### src/common/pixel_pkg.sv
// Pixel and coefficient types
`default_nettype none

package pixel_pkg;

    // ------------------------------------------------------------------
    // Block geometry
    // ------------------------------------------------------------------

    // One 4x4 block, row-major
    localparam int BLK_PIXELS = 16;

    // ------------------------------------------------------------------
    // Sample and transform widths
    // ------------------------------------------------------------------

    // Raw 8-bit sample
    typedef logic [7:0] pixel_t;

    // Original minus prediction
    typedef logic signed [8:0] resid_t;

    // Second butterfly stage output
    typedef logic signed [12:0] coef_t;

    // Magnitude of a coefficient, at most 16 * 255
    typedef logic [11:0] abs_coef_t;

    // Per-coefficient weight
    typedef logic [7:0] weight_t;

endpackage : pixel_pkg

`default_nettype wire

### src/common/cost_pkg.sv
// Cost and selection types
`default_nettype none

package cost_pkg;

    // ------------------------------------------------------------------
    // Scores and costs
    // ------------------------------------------------------------------

    // Weighted SATD and SAD share one width
    typedef logic [23:0] score_t;

    // SATD plus the lambda-scaled SAD
    typedef logic [25:0] cost_t;

    // Fixed point, 4 fraction bits
    typedef logic [7:0] lambda_t;

    // Candidate position within its group
    typedef logic [7:0] cand_idx_t;

    // ------------------------------------------------------------------
    // Default configuration
    // ------------------------------------------------------------------

    localparam int DEF_QUEUE_DEPTH  = 4;
    localparam int DEF_WEIGHT_SHIFT = 4;
    localparam int DEF_OUT_CREDITS  = 2;

endpackage : cost_pkg

`default_nettype wire

### src/sad_cost.sv
// 4x4 SAD scorer
`default_nettype none
`timescale 1ns/100ps

module sad_cost (
    input  logic             clk,
    input  logic             rst_n,
    input  logic             cand_valid_i,
    input  logic [pixel_pkg::BLK_PIXELS*$bits(pixel_pkg::pixel_t)-1:0] org_i,
    input  logic [pixel_pkg::BLK_PIXELS*$bits(pixel_pkg::pixel_t)-1:0] pred_i,
    output cost_pkg::score_t sad_o,
    output logic             sad_valid_o
);

    import pixel_pkg::*;
    import cost_pkg::*;

    localparam int PW = $bits(pixel_t);

    pixel_t org_px  [BLK_PIXELS];
    pixel_t pred_px [BLK_PIXELS];
    pixel_t diff_q  [BLK_PIXELS];
    logic   s1_valid_q;
    score_t diff_sum;

    for (genvar i = 0; i < BLK_PIXELS; i++) begin : g_unpack
        assign org_px[i]  = org_i[i*PW +: PW];
        assign pred_px[i] = pred_i[i*PW +: PW];
    end

    // Stage 1: absolute differences
    always_ff @(posedge clk) begin
        if (cand_valid_i) begin
            for (int k = 0; k < BLK_PIXELS; k++) begin
                diff_q[k] <= (org_px[k] > pred_px[k]) ? org_px[k] - pred_px[k]
                                                      : pred_px[k] - org_px[k];
            end
        end
    end

    always_comb begin
        diff_sum = '0;
        for (int k = 0; k < BLK_PIXELS; k++) begin
            diff_sum = diff_sum + score_t'(diff_q[k]);
        end
    end

    // Stage 2 lines up with the SATD output
    always_ff @(posedge clk or negedge rst_n) begin
        if (!rst_n) begin
            s1_valid_q  <= 1'b0;
            sad_valid_o <= 1'b0;
        end else begin
            s1_valid_q  <= cand_valid_i;
            sad_valid_o <= s1_valid_q;
        end
    end

    always_ff @(posedge clk) begin
        if (s1_valid_q) begin
            sad_o <= diff_sum;
        end
    end

endmodule : sad_cost

`default_nettype wire

### config.mk
export PLATFORM = sky130hd
export DESIGN_NAME = sad_cost
export DESIGN_NICKNAME = d
export VERILOG_FILES = /design/src/common/pixel_pkg.sv /design/src/common/cost_pkg.sv /design/src/sad_cost.sv
export SDC_FILE = /design/constraint.sdc
export NUM_CORES = 1
export LEC_CHECK = 0
export CELL_PAD_IN_SITES_DETAIL_PLACEMENT = 1
export CELL_PAD_IN_SITES_GLOBAL_PLACEMENT = 1
export CORE_MARGIN = 1
export CORE_UTILIZATION = 55
export DETAILED_ROUTE_END_ITERATION = 10
export DONT_BUFFER_PORTS = 1
export GPL_TIMING_DRIVEN = 0
export HOLD_SLACK_MARGIN = 0.1
export PLACE_DENSITY_LB_ADDON = 0.1
export SETUP_SLACK_MARGIN = 0.02
export SLEW_MARGIN = 20
export SYNTH_ARGS = -nofsm -noshare
export SYNTH_HDL_FRONTEND = slang
export SYNTH_SLANG_ARGS = --single-unit
export TNS_END_PERCENT = 5
### constraint.sdc
create_clock -name clk -period 9.8 [get_ports clk]
set_clock_uncertainty 0.15 [all_clocks]
set_input_delay 0.49 -clock clk [delete_from_list [all_inputs] [get_ports clk]]
set_output_delay 0.49 -clock clk [all_outputs]
set_load 0.03 [all_outputs]
==> results.json <==
{
  "worst_path_most_repeated_cell": "fa_1",
  "worst_ep_arrival_time_ns": 6.09,
  "sequential_to_total_area_share_from_yosys_stat": 0.226,
  "yosys_register_bits": 143,
  "first_global_vias": 15853,
  "areaGrowthSynthToFinish_pct": 6.58,
  "fp-row-count": 67,
  "antenna_found_initial": 0,
  "worst_path_largest_cell_delay_ns": 0.58,
  "dieHeight_um": 188,
  "route.detailed.drc": 0,
  "ys.flop_type": "edfxtp_1",
  "initial_core_util": 0.562,
  "post_synth_instance_area_sq_um": 18900,
  "portBuffers": 0,
  "max-clock-path-buffers": 2,
  "rsz0062_at_grt": "false",
  "antenna_cells_inserted": 0,
  "cts_made_buffers": 17,
  "critical_path.max_fanout": 2,
  "post-cts-setup-buffers": 0,
  "slew_headroom": 0.523,
  "finish.utilization": 0.599,
  "htree_num_levels": 4,
  "topRoutingLayerUsed": "met4",
  "tns_ns": 0,
  "setup.worst_path.end_class": "flop",
  "asyncSetResetFlopFracSynth": 0.0140,
  "worstSetupStartpoint": "diff_q[1][34]",
  "drt_pass1_iterations": 5,
  "grt_pass1_wl_um": 78900,
  "setup_violations": 0,
  "clk_pin_slew_worst_paths_ns": 0.06,
  "hold_violations": 0,
  "cts_tree": "built",
  "wirelength_um": 48800,
  "ys_warn_count": 0,
  "maximum_number_of_pins_on_one_net_before_global_route_repair": 130,
  "worst_slew_pin_slew_ns": 0.716,
  "numClockSinks": 143,
  "gpl.final_weighted_congestion": 0.865,
  "synth.top_cells.by_area": "edfxtp_1 (22%), ha_1 (17%), fa_1 (15%)",
  "coreArea_sq_um": 33700,
  "crit_path_cell_trace": "fa_1 > inv_1 > fa_1 > inv_1 > fa_1 > inv_1 > fa_1 > fa_1 > fa_1 > inv_1 > ha_1 > fa_1 > a21o_1 > a21oi_1 > o21ai_0 > o31ai_1 > o21ai_0",
  "post_route_cells_drive_above_1_share": 0.0769,
  "top_level_ports": 284,
  "clk_root_buffer_cell": "clkbuf_16",
  "netlist-cell-type-count": 66,
  "syn-mean-instance-area_sq_um": 9.55,
  "final_max_slew_viol_count": 0,
  "min_period_ns": 6.06,
  "cap_viol_max_count": 0,
  "dr_total_vias": 14335,
  "grt.total_usage": 0.282,
  "yosys.area.top_type_share": 0.223,
  "initialDrtViolationCount": 624,
  "wl_on_met1_um": 20500,
  "max_freq_mhz": 165,
  "critical_path_class": "flop to flop",
  "clkLatencyLatePin_ns": 0.45,
  "ff2ff_path_depth": 17,
  "run_status": "complete, no violations",
  "cp-start-kind": "flop",
  "dp_hpwl_um": 40700,
  "routed-wl-met2_um": 24400,
  "floorplan.die_area_sq_um": 35200,
  "synthesis.instances": 1984,
  "timing.critical_path.slowest_stage_cell": "fa_1",
  "critical_path_required_ns": 9.83,
  "synthDominantAreaCellType": "edfxtp_1",
  "drt-wirelength-per-cell_um": 19.7,
  "dr_wl_met3_um": 2680,
  "fp.dieW_um": 188,
  "final_global_route_overflow_total": 0,
  "worst_hold_slack_after_final_layout_ns": 0.125,
  "synth-edff-count": 141,
  "worstHoldPathType": "primary input to async pin",
  "worst_r2r_startpoint": "diff_q[1][34]",
  "finish.net_count": 2675,
  "route.antenna.remaining_nets": 0,
  "timing.final.crit_share": 0.618,
  "via_density_per_instance": 5.79
}
## per-stage QoR
stage	cells	cell area, sq um	setup WS [ns]
2_1_floorplan	1994	19000	4.36
3_3_place_gp	2442	19500	3.92
3_5_place_dp	2442	19500	3.83
4_1_cts	2476	20200	3.75
5_1_grt	2476	20200	3.54
6_report	2476	20200	3.74
## layout by cell type, fill, tap and decap left out, types with 10 or more instances in the layout
master / count
a211oi_1: 31
a21o_1: 82
a21oi_1: 110
a221oi_1: 12
a31oi_1: 44
buf_2: 42
buf_4: 24
clkbuf_16: 17
conb_1: 11
edfxtp_1: 141
fa_1: 140
ha_1: 261
inv_1: 445
mux2i_1: 75
nand2_1: 91
nand3b_1: 32
nand4_1: 14
nor2_1: 34
nor2b_1: 12
nor3_1: 24
nor4_1: 15
nor4b_1: 10
o2111ai_1: 10
o21ai_0: 71
xnor2_1: 27
xor2_1: 46
## cell type report
cell class	instances	area [sq um]
clock buffer	17	425
tap	448	561
multi-input combinational	1328	12600
clock inverter	15	185
fill	3870	13500
sequential	143	4280
inverter	445	1670
buffer	78	458
timing repair buffer	2	37.5
## sequential cells by signal, indices dropped and copies added (netlist names)
register     cells
s1_valid_q       1
sad_o           13
sad_valid_o      1
diff_q         128
## worst paths after layout
path                                  to  slack, ns
min                          sad_valid_o       0.12
max                            sad_o[12]       3.74
min reg2reg                     sad_o[0]       0.42
max in group asynchronous     s1_valid_q       9.25
max reg2reg                    sad_o[12]       3.74
min in group clk           diff_q[0][16]       0.24
## worst max-delay path, delay by kind of cell (launching register included)
family,cells,cell delay [ns]
fa+ha+maj,8,3.73
compound gates,5,1.22
buf+inv,4,0.23
flops,1,0.47
## per-layer routing
| metal | track usage | vias up |
|---|---|---|
| met5 | 0 | - |
| met1 | 0.344 | 7126 |
| met3 | 0.0543 | 70 |
| met2 | 0.502 | 340 |
| met4 | 0.0801 | 0 |
| li1 | - | 6799 |
## cell usage after synthesis (7+ instances only)
cell type,number
inv_1,445
ha_1,261
edfxtp_1,141
fa_1,140
a21oi_1,110
nand2_1,91
a21o_1,82
mux2i_1,75
o21ai_0,71
xor2_1,46
a31oi_1,44
buf_2,42
nor2_1,34
nand3b_1,32
a211oi_1,31
xnor2_1,27
buf_4,24
nor3_1,24
nor4_1,15
nand4_1,14
a221oi_1,12
nor2b_1,12
nor4b_1,10
o2111ai_1,10
and4_1,9
clkbuf_1,9
o21a_1,9
a311oi_1,8
a31o_2,8
and3_1,8
nand2b_1,8
a211o_1,7
## cell families after synthesis
group,after synthesis,synth area share
compound gates,462,0.176
xor+xnor,73,0.0337
buf+inv,523,0.112
other cells,1,0.000198
mux,78,0.0414
flops,143,0.226
fa+ha+maj,401,0.320
simple gates,303,0.0902
## timing repair
item / 4_1_cts / 5_1_grt
resized for setup: 0 / 0
hold buffers: 2 / 0
hold endpoints to repair: 131 / 0
setup endpoints to repair: 0 / 0
Power is left out: the tool's default activity adds up to more than one toggle a clock period on the data nets, which glitch-free logic cannot reach.
