File: src/common/cost_pkg.sv
// Cost and selection types
`default_nettype none

package cost_pkg;

    // ------------------------------------------------------------------
    // Scores and costs
    // ------------------------------------------------------------------

    // Weighted SATD and SAD share one width
    typedef logic [23:0] score_t;

    // SATD plus the lambda-scaled SAD
    typedef logic [25:0] cost_t;

    // Fixed point, 4 fraction bits
    typedef logic [7:0] lambda_t;

    // Candidate position within its group
    typedef logic [7:0] cand_idx_t;

    // ------------------------------------------------------------------
    // Default configuration
    // ------------------------------------------------------------------

    localparam int DEF_QUEUE_DEPTH  = 4;
    localparam int DEF_WEIGHT_SHIFT = 4;
    localparam int DEF_OUT_CREDITS  = 2;

endpackage : cost_pkg

`default_nettype wire

File: src/cost_select.sv
// Cost combine, best tracking and result queue
`default_nettype none
`timescale 1ns/100ps

module cost_select #(
    parameter int QUEUE_DEPTH = cost_pkg::DEF_QUEUE_DEPTH,
    parameter int OUT_CREDITS = cost_pkg::DEF_OUT_CREDITS
) (
    input  logic                clk,
    input  logic                rst_n,
    input  cost_pkg::score_t    satd_i,
    input  cost_pkg::score_t    sad_i,
    input  logic                score_valid_i,
    input  logic                group_last_i,
    input  cost_pkg::lambda_t   lambda_i,
    input  logic                res_credit_i,
    output cost_pkg::cost_t     cost_o,
    output cost_pkg::cost_t     best_cost_o,
    output cost_pkg::cand_idx_t best_idx_o,
    output logic                group_end_o,
    output logic                res_valid_o,
    output logic                in_credit_o
);

    import cost_pkg::*;

    localparam int PTR_W = (QUEUE_DEPTH > 1) ? $clog2(QUEUE_DEPTH) : 1;
    localparam int CNT_W = $clog2(QUEUE_DEPTH + 1);
    localparam int CRD_W = $clog2(OUT_CREDITS + 1);

    logic [31:0]      lam_prod;
    cost_t            cost;
    logic             take_best;
    cost_t            next_best;
    cand_idx_t        next_idx;

    cand_idx_t        idx_q;
    cost_t            best_cost_q;
    cand_idx_t        best_idx_q;

    cost_t            q_cost [QUEUE_DEPTH];
    cost_t            q_best [QUEUE_DEPTH];
    cand_idx_t        q_idx  [QUEUE_DEPTH];
    logic             q_last [QUEUE_DEPTH];
    logic [PTR_W-1:0] wr_ptr_q;
    logic [PTR_W-1:0] rd_ptr_q;
    logic [CNT_W-1:0] count_q;
    logic [CRD_W-1:0] out_crd_q;
    logic             pop;

    function automatic logic [PTR_W-1:0] ptr_inc(input logic [PTR_W-1:0] p);
        return (p == PTR_W'(QUEUE_DEPTH - 1)) ? '0 : p + 1'b1;
    endfunction

    // ------------------------------------------------------------------
    // Cost and running best
    // ------------------------------------------------------------------

    // Lambda has 4 fraction bits
    assign lam_prod = lambda_i * sad_i;
    assign cost     = satd_i + cost_t'(lam_prod >> 4);

    // Strict compare keeps the earlier index on a tie
    assign take_best = (idx_q == '0) || (cost < best_cost_q);
    assign next_best = take_best ? cost  : best_cost_q;
    assign next_idx  = take_best ? idx_q : best_idx_q;

    always_ff @(posedge clk or negedge rst_n) begin
        if (!rst_n) begin
            idx_q       <= '0;
            best_cost_q <= '0;
            best_idx_q  <= '0;
        end else if (score_valid_i) begin
            idx_q       <= group_last_i ? '0 : idx_q + 1'b1;
            best_cost_q <= next_best;
            best_idx_q  <= next_idx;
        end
    end

    // ------------------------------------------------------------------
    // Result queue and credits
    // ------------------------------------------------------------------

    always_ff @(posedge clk) begin
        if (score_valid_i) begin
            q_cost[wr_ptr_q] <= cost;
            q_best[wr_ptr_q] <= next_best;
            q_idx[wr_ptr_q]  <= next_idx;
            q_last[wr_ptr_q] <= group_last_i;
        end
    end

    // Head leaves once the sink has room
    assign pop = (count_q != '0) && (out_crd_q != '0);

    always_ff @(posedge clk or negedge rst_n) begin
        if (!rst_n) begin
            wr_ptr_q    <= '0;
            rd_ptr_q    <= '0;
            count_q     <= '0;
            out_crd_q   <= CRD_W'(OUT_CREDITS);
            res_valid_o <= 1'b0;
            in_credit_o <= 1'b0;
        end else begin
            if (score_valid_i) begin
                wr_ptr_q <= ptr_inc(wr_ptr_q);
            end
            if (pop) begin
                rd_ptr_q <= ptr_inc(rd_ptr_q);
            end
            count_q     <= count_q + CNT_W'(score_valid_i) - CNT_W'(pop);
            out_crd_q   <= out_crd_q + CRD_W'(res_credit_i) - CRD_W'(pop);
            res_valid_o <= pop;
            // Freed entry goes back to the source
            in_credit_o <= pop;
        end
    end

    always_ff @(posedge clk) begin
        if (pop) begin
            cost_o      <= q_cost[rd_ptr_q];
            best_cost_o <= q_best[rd_ptr_q];
            best_idx_o  <= q_idx[rd_ptr_q];
            group_end_o <= q_last[rd_ptr_q];
        end
    end

endmodule : cost_select

`default_nettype wire

File: config.mk
export PLATFORM = sky130hd
export DESIGN_NAME = cost_select
export DESIGN_NICKNAME = d
export VERILOG_FILES = /design/src/common/cost_pkg.sv /design/src/cost_select.sv
export SDC_FILE = /design/constraint.sdc
export NUM_CORES = 1
export LEC_CHECK = 0
export BUFFER_PORTS_ARGS = -buffer_cell sky130_fd_sc_hd__buf_2
export CORE_ASPECT_RATIO = 0.5
export CORE_MARGIN = 2
export CORE_UTILIZATION = 49
export DETAILED_ROUTE_END_ITERATION = 10
export GPL_ROUTABILITY_DRIVEN = 0
export PLACE_DENSITY = 0.7
export RECOVER_POWER = 25
export SLEW_MARGIN = 30
export SYNTH_ARGS = -nofsm -noshare
export SYNTH_HDL_FRONTEND = slang
export SYNTH_SLANG_ARGS = --single-unit
export TNS_END_PERCENT = 5
File: constraint.sdc
create_clock -name clk -period 3.84 [get_ports clk]
set_input_delay 0.384 -clock clk [delete_from_list [all_inputs] [get_ports clk]]
set_output_delay 0.384 -clock clk [all_outputs]
set_load 0.01 [all_outputs]
==> impl_metrics.csv <==
group,metric,value,unit
critical_path,worst_ep_arrival_time,7740,ps
sta,finalSetupViolations,264,
sta,hold_viol_final,0,
sta,rsz0062_at_grt,"true",
global_route,grt_overflow_total,0,
critical_path,critPathKind,"input port to register",
die,die_w,295,um
die,core,0.0419,mm^2
sta,slew_violations,33,
die,die_height,150,um
sta,clock-skew-final,23.7,ps
synth,yosysWarnings,0,
synth,synthArstFlopShare,14.6,%
drt,post_drt_wl_per_cell,18.0,um
critical_path,cp_common_cell,"fa_1",
synth,synth_edf_count,305,
sta,layout_min_cycle_time,7480,ps
synth,syn_nets,1823,
global_route,grt_use_total,20.6,%
cts,clockBufferDepth,3,
synth,syn_area,0.0208,mm^2
synth,ys_seq_elements,357,
drt,antenna_left,0,
final_layout,layout_commonest_cell,"edfxtp_1",
critical_path,worst_path_max_delay_cell,"fa_1",
final_layout,drive_above_1_share,33.8,%
global_route,grt_use_met3,1.63,%
global_route,grt_use_met2,34.9,%
critical_path,end_kind,"register",
synth,netlist_instances,1526,
cts,cts_tree,"built",
synth,synth_cell_types,72,
final_layout,fill_cells,3215,
final_layout,final_cell_mix,"edfxtp_1 (305), buf_4 (213), inv_1 (179), fa_1 (128), nand2_1 (110)",
die,num_rows,53,
placement,dp_hpwl,31.8,mm
cts,cts_buffers,35,
placement,dpl_worst_slack,-4280,ps
critical_path,start_kind,"input port",
global_route,grt_pass1_vias,13300,
synth,ys_seq_area_share,50.3,%
min_path,holdCritPathClass,"input port to register",
synth,synth_area_leader_cell,"edfxtp_1",
global_route,use_met1,29.7,%
sta,fmax,134,MHz
synth,synth_top_area_share,44.1,%
synth,synth_area_leaders,"edfxtp_1 (44%), fa_1 (13%), mux4_2 (6.6%), ha_1 (6.2%), dfrtp_1 (6.1%)",
critical_path,critPathMaxFanout,11,
sta,fin_tns_setup,-728690,ps
final_layout,synthToLayoutAreaGrowth,25.1,%
run,maxCapViolCount,1,
critical_path,cp_data_required_time,4100,ps
global_route,antenna_found_initial,0,
synth,ys.flop_type,"edfxtp_1",
cts,h-tree-depth,2,
cts,clk_pin_slew,60,ps
sta,fin_ws,-3640,ps
placement,io_buffers,123,
synth,avgSynthCellArea,13.6,um^2
run_status,violations,"capacitance limit, slew limit, setup timing",
sta,worstMarginPinSlew,1970,ps
cts,clock_sinks,357,
cts,cts_root_buf,"clkbuf_16",
drt,drt_wl_total,44.8,mm
critical_path,cpPeakStageDelay,570,ps
drt,drc_errors,0,
sta,max-slew-margin-rel,-31.4,%
die,initial_core_util,49.6,%
drt,dr.pass1.iters,5,
sta,fin_crit_sh,195,%
global_route,grt_pass1_wl,71.4,mm
die,design.die.area,0.0442,mm^2
drt,num_vias,12800,
run_status,status,"finished, violations left",
drt,drt_iter0_drc,760,
final_layout,final_nets,2178,
drt,routed_via_density,5.15,
global_route,grt_max_degree,64,
global_route,busiest_layer,"met2",
die,ios,124,
cts,clock_latency,530,ps
final_layout,diodes,0,
critical path: cells and delay by family:
kind                       cells  cell delay, ps
buffers and inverters          7             660
and+or+nand+nor               11            1170
muxes                          1             370
adders and majority gates      7            2960
xor gates and xnor gates       1              90
AOI/OAI and AO/OA             11            2090
final timing paths:
| kind | start | end | slack (ps) | cells after the start |
|---|---|---|---|---|
| hold / removal | res_credit_i | out_crd_q[0]$_DFF_PN0_ | 110 | 2 |
| setup reg to reg | best_cost_q[7]$_DFFE_PN0P_ | q_best[0][14]$_DFFE_PP_ | 1070 | 11 |
| hold reg to reg | out_crd_q[1]$_DFF_PN1_ | out_crd_q[1]$_DFF_PN1_ | 490 | 1 |
| max in group asynchronous | rst_n | rd_ptr_q[0]$_DFFE_PN0P_ | 480 | 3 |
| setup / recovery | lambda_i[7] | q_best[0][14]$_DFFE_PP_ | -3640 | 38 |
| min in group asynchronous | rst_n | best_cost_q[19]$_DFFE_PN0P_ | 650 | 2 |
kinds of logic after synthesis:
group                      synth area share (%)
adders and majority gates                  19.0
AOI/OAI and AO/OA                          5.94
buffers and inverters                      4.33
and+or+nand+nor                            8.56
muxes                                      9.53
DFF                                        50.3
xor gates and xnor gates                   2.31
repair_timing:
| item | 4_1_cts | 5_1_grt |
|---|---|---|
| endpoints found under the hold margin | 20 | 0 |
| resized for setup | 96 | 70 |
| cloned | 2 | 1 |
| buffers inserted | 10 | 13 |
| endpoints found under the setup margin | 270 | 270 |
| pin swaps | 43 | 42 |
| hold buffers | 1 | 0 |
layout make-up:
type	count	area [um^2]	share of cell area (%)
Tap cell	577	722	2.78
Inverter	189	709	2.73
Sequential cell	357	10500	40.3
Timing Repair Buffer	364	2710	10.4
Clock buffer	52	1020	3.93
Multi-Input combinational cell	934	10200	39.4
Clock inverter	12	123	0.472
synthesized netlist by cell type (4+ instances only):
| cell | count |
|---|---|
| clkbuf_1 | 34 |
| a21o_1 | 32 |
| o21bai_1 | 6 |
| o21a_1 | 10 |
| ha_1 | 103 |
| buf_2 | 5 |
| xor2_1 | 15 |
| nand4_1 | 11 |
| a21oi_2 | 5 |
| nand2_1 | 126 |
| edfxtp_1 | 305 |
| nand3_1 | 14 |
| inv_1 | 189 |
| dfrtp_1 | 51 |
| and3_1 | 4 |
| fa_1 | 133 |
| o22ai_1 | 4 |
| xnor2_1 | 36 |
| nor3_1 | 15 |
| nor2b_1 | 6 |
| nor2_1 | 39 |
| o21ai_0 | 32 |
| a21oi_1 | 43 |
| mux4_2 | 61 |
| a211oi_1 | 10 |
| buf_1 | 4 |
| mux2_2 | 52 |
| and2_1 | 118 |
registers in the layout (all words and copies together) (netlist names):
register     count
q_idx           32
group_end_o      1
out_crd_q        2
idx_q            8
wr_ptr_q         2
best_idx_o       8
q_best         104
q_last           4
best_cost_q     26
q_cost         104
best_idx_q       8
rd_ptr_q         2
cost_o          26
count_q          3
in_credit_o      1
best_cost_o     26
layer usage:
| layer | up-vias | wire length, um | share of wire [%] |
|---|---|---|---|
| met2 | 264 | 21800 | 49 |
| met1 | 6422 | 20700 | 46 |
| met4 | 0 | 598 | 1.3 |
| met3 | 37 | 1670 | 3.7 |
| li1 | 6080 | - | - |
| met5 | - | 0 | 0 |
stage by stage:
step	util (%)	cells	hold WS, ps	area, um^2
floorplan	-	1526	88.4	21200
global placement	57.2	2395	386	24000
detailed placement	57.2	2395	382	24000
CTS	61.3	2472	109	25700
global route	62.0	2485	109	26000
finish	62.0	2485	113	26000
Power is not shown: default switching activity piles up to over one toggle a cycle in this logic, so the estimate is an artifact.
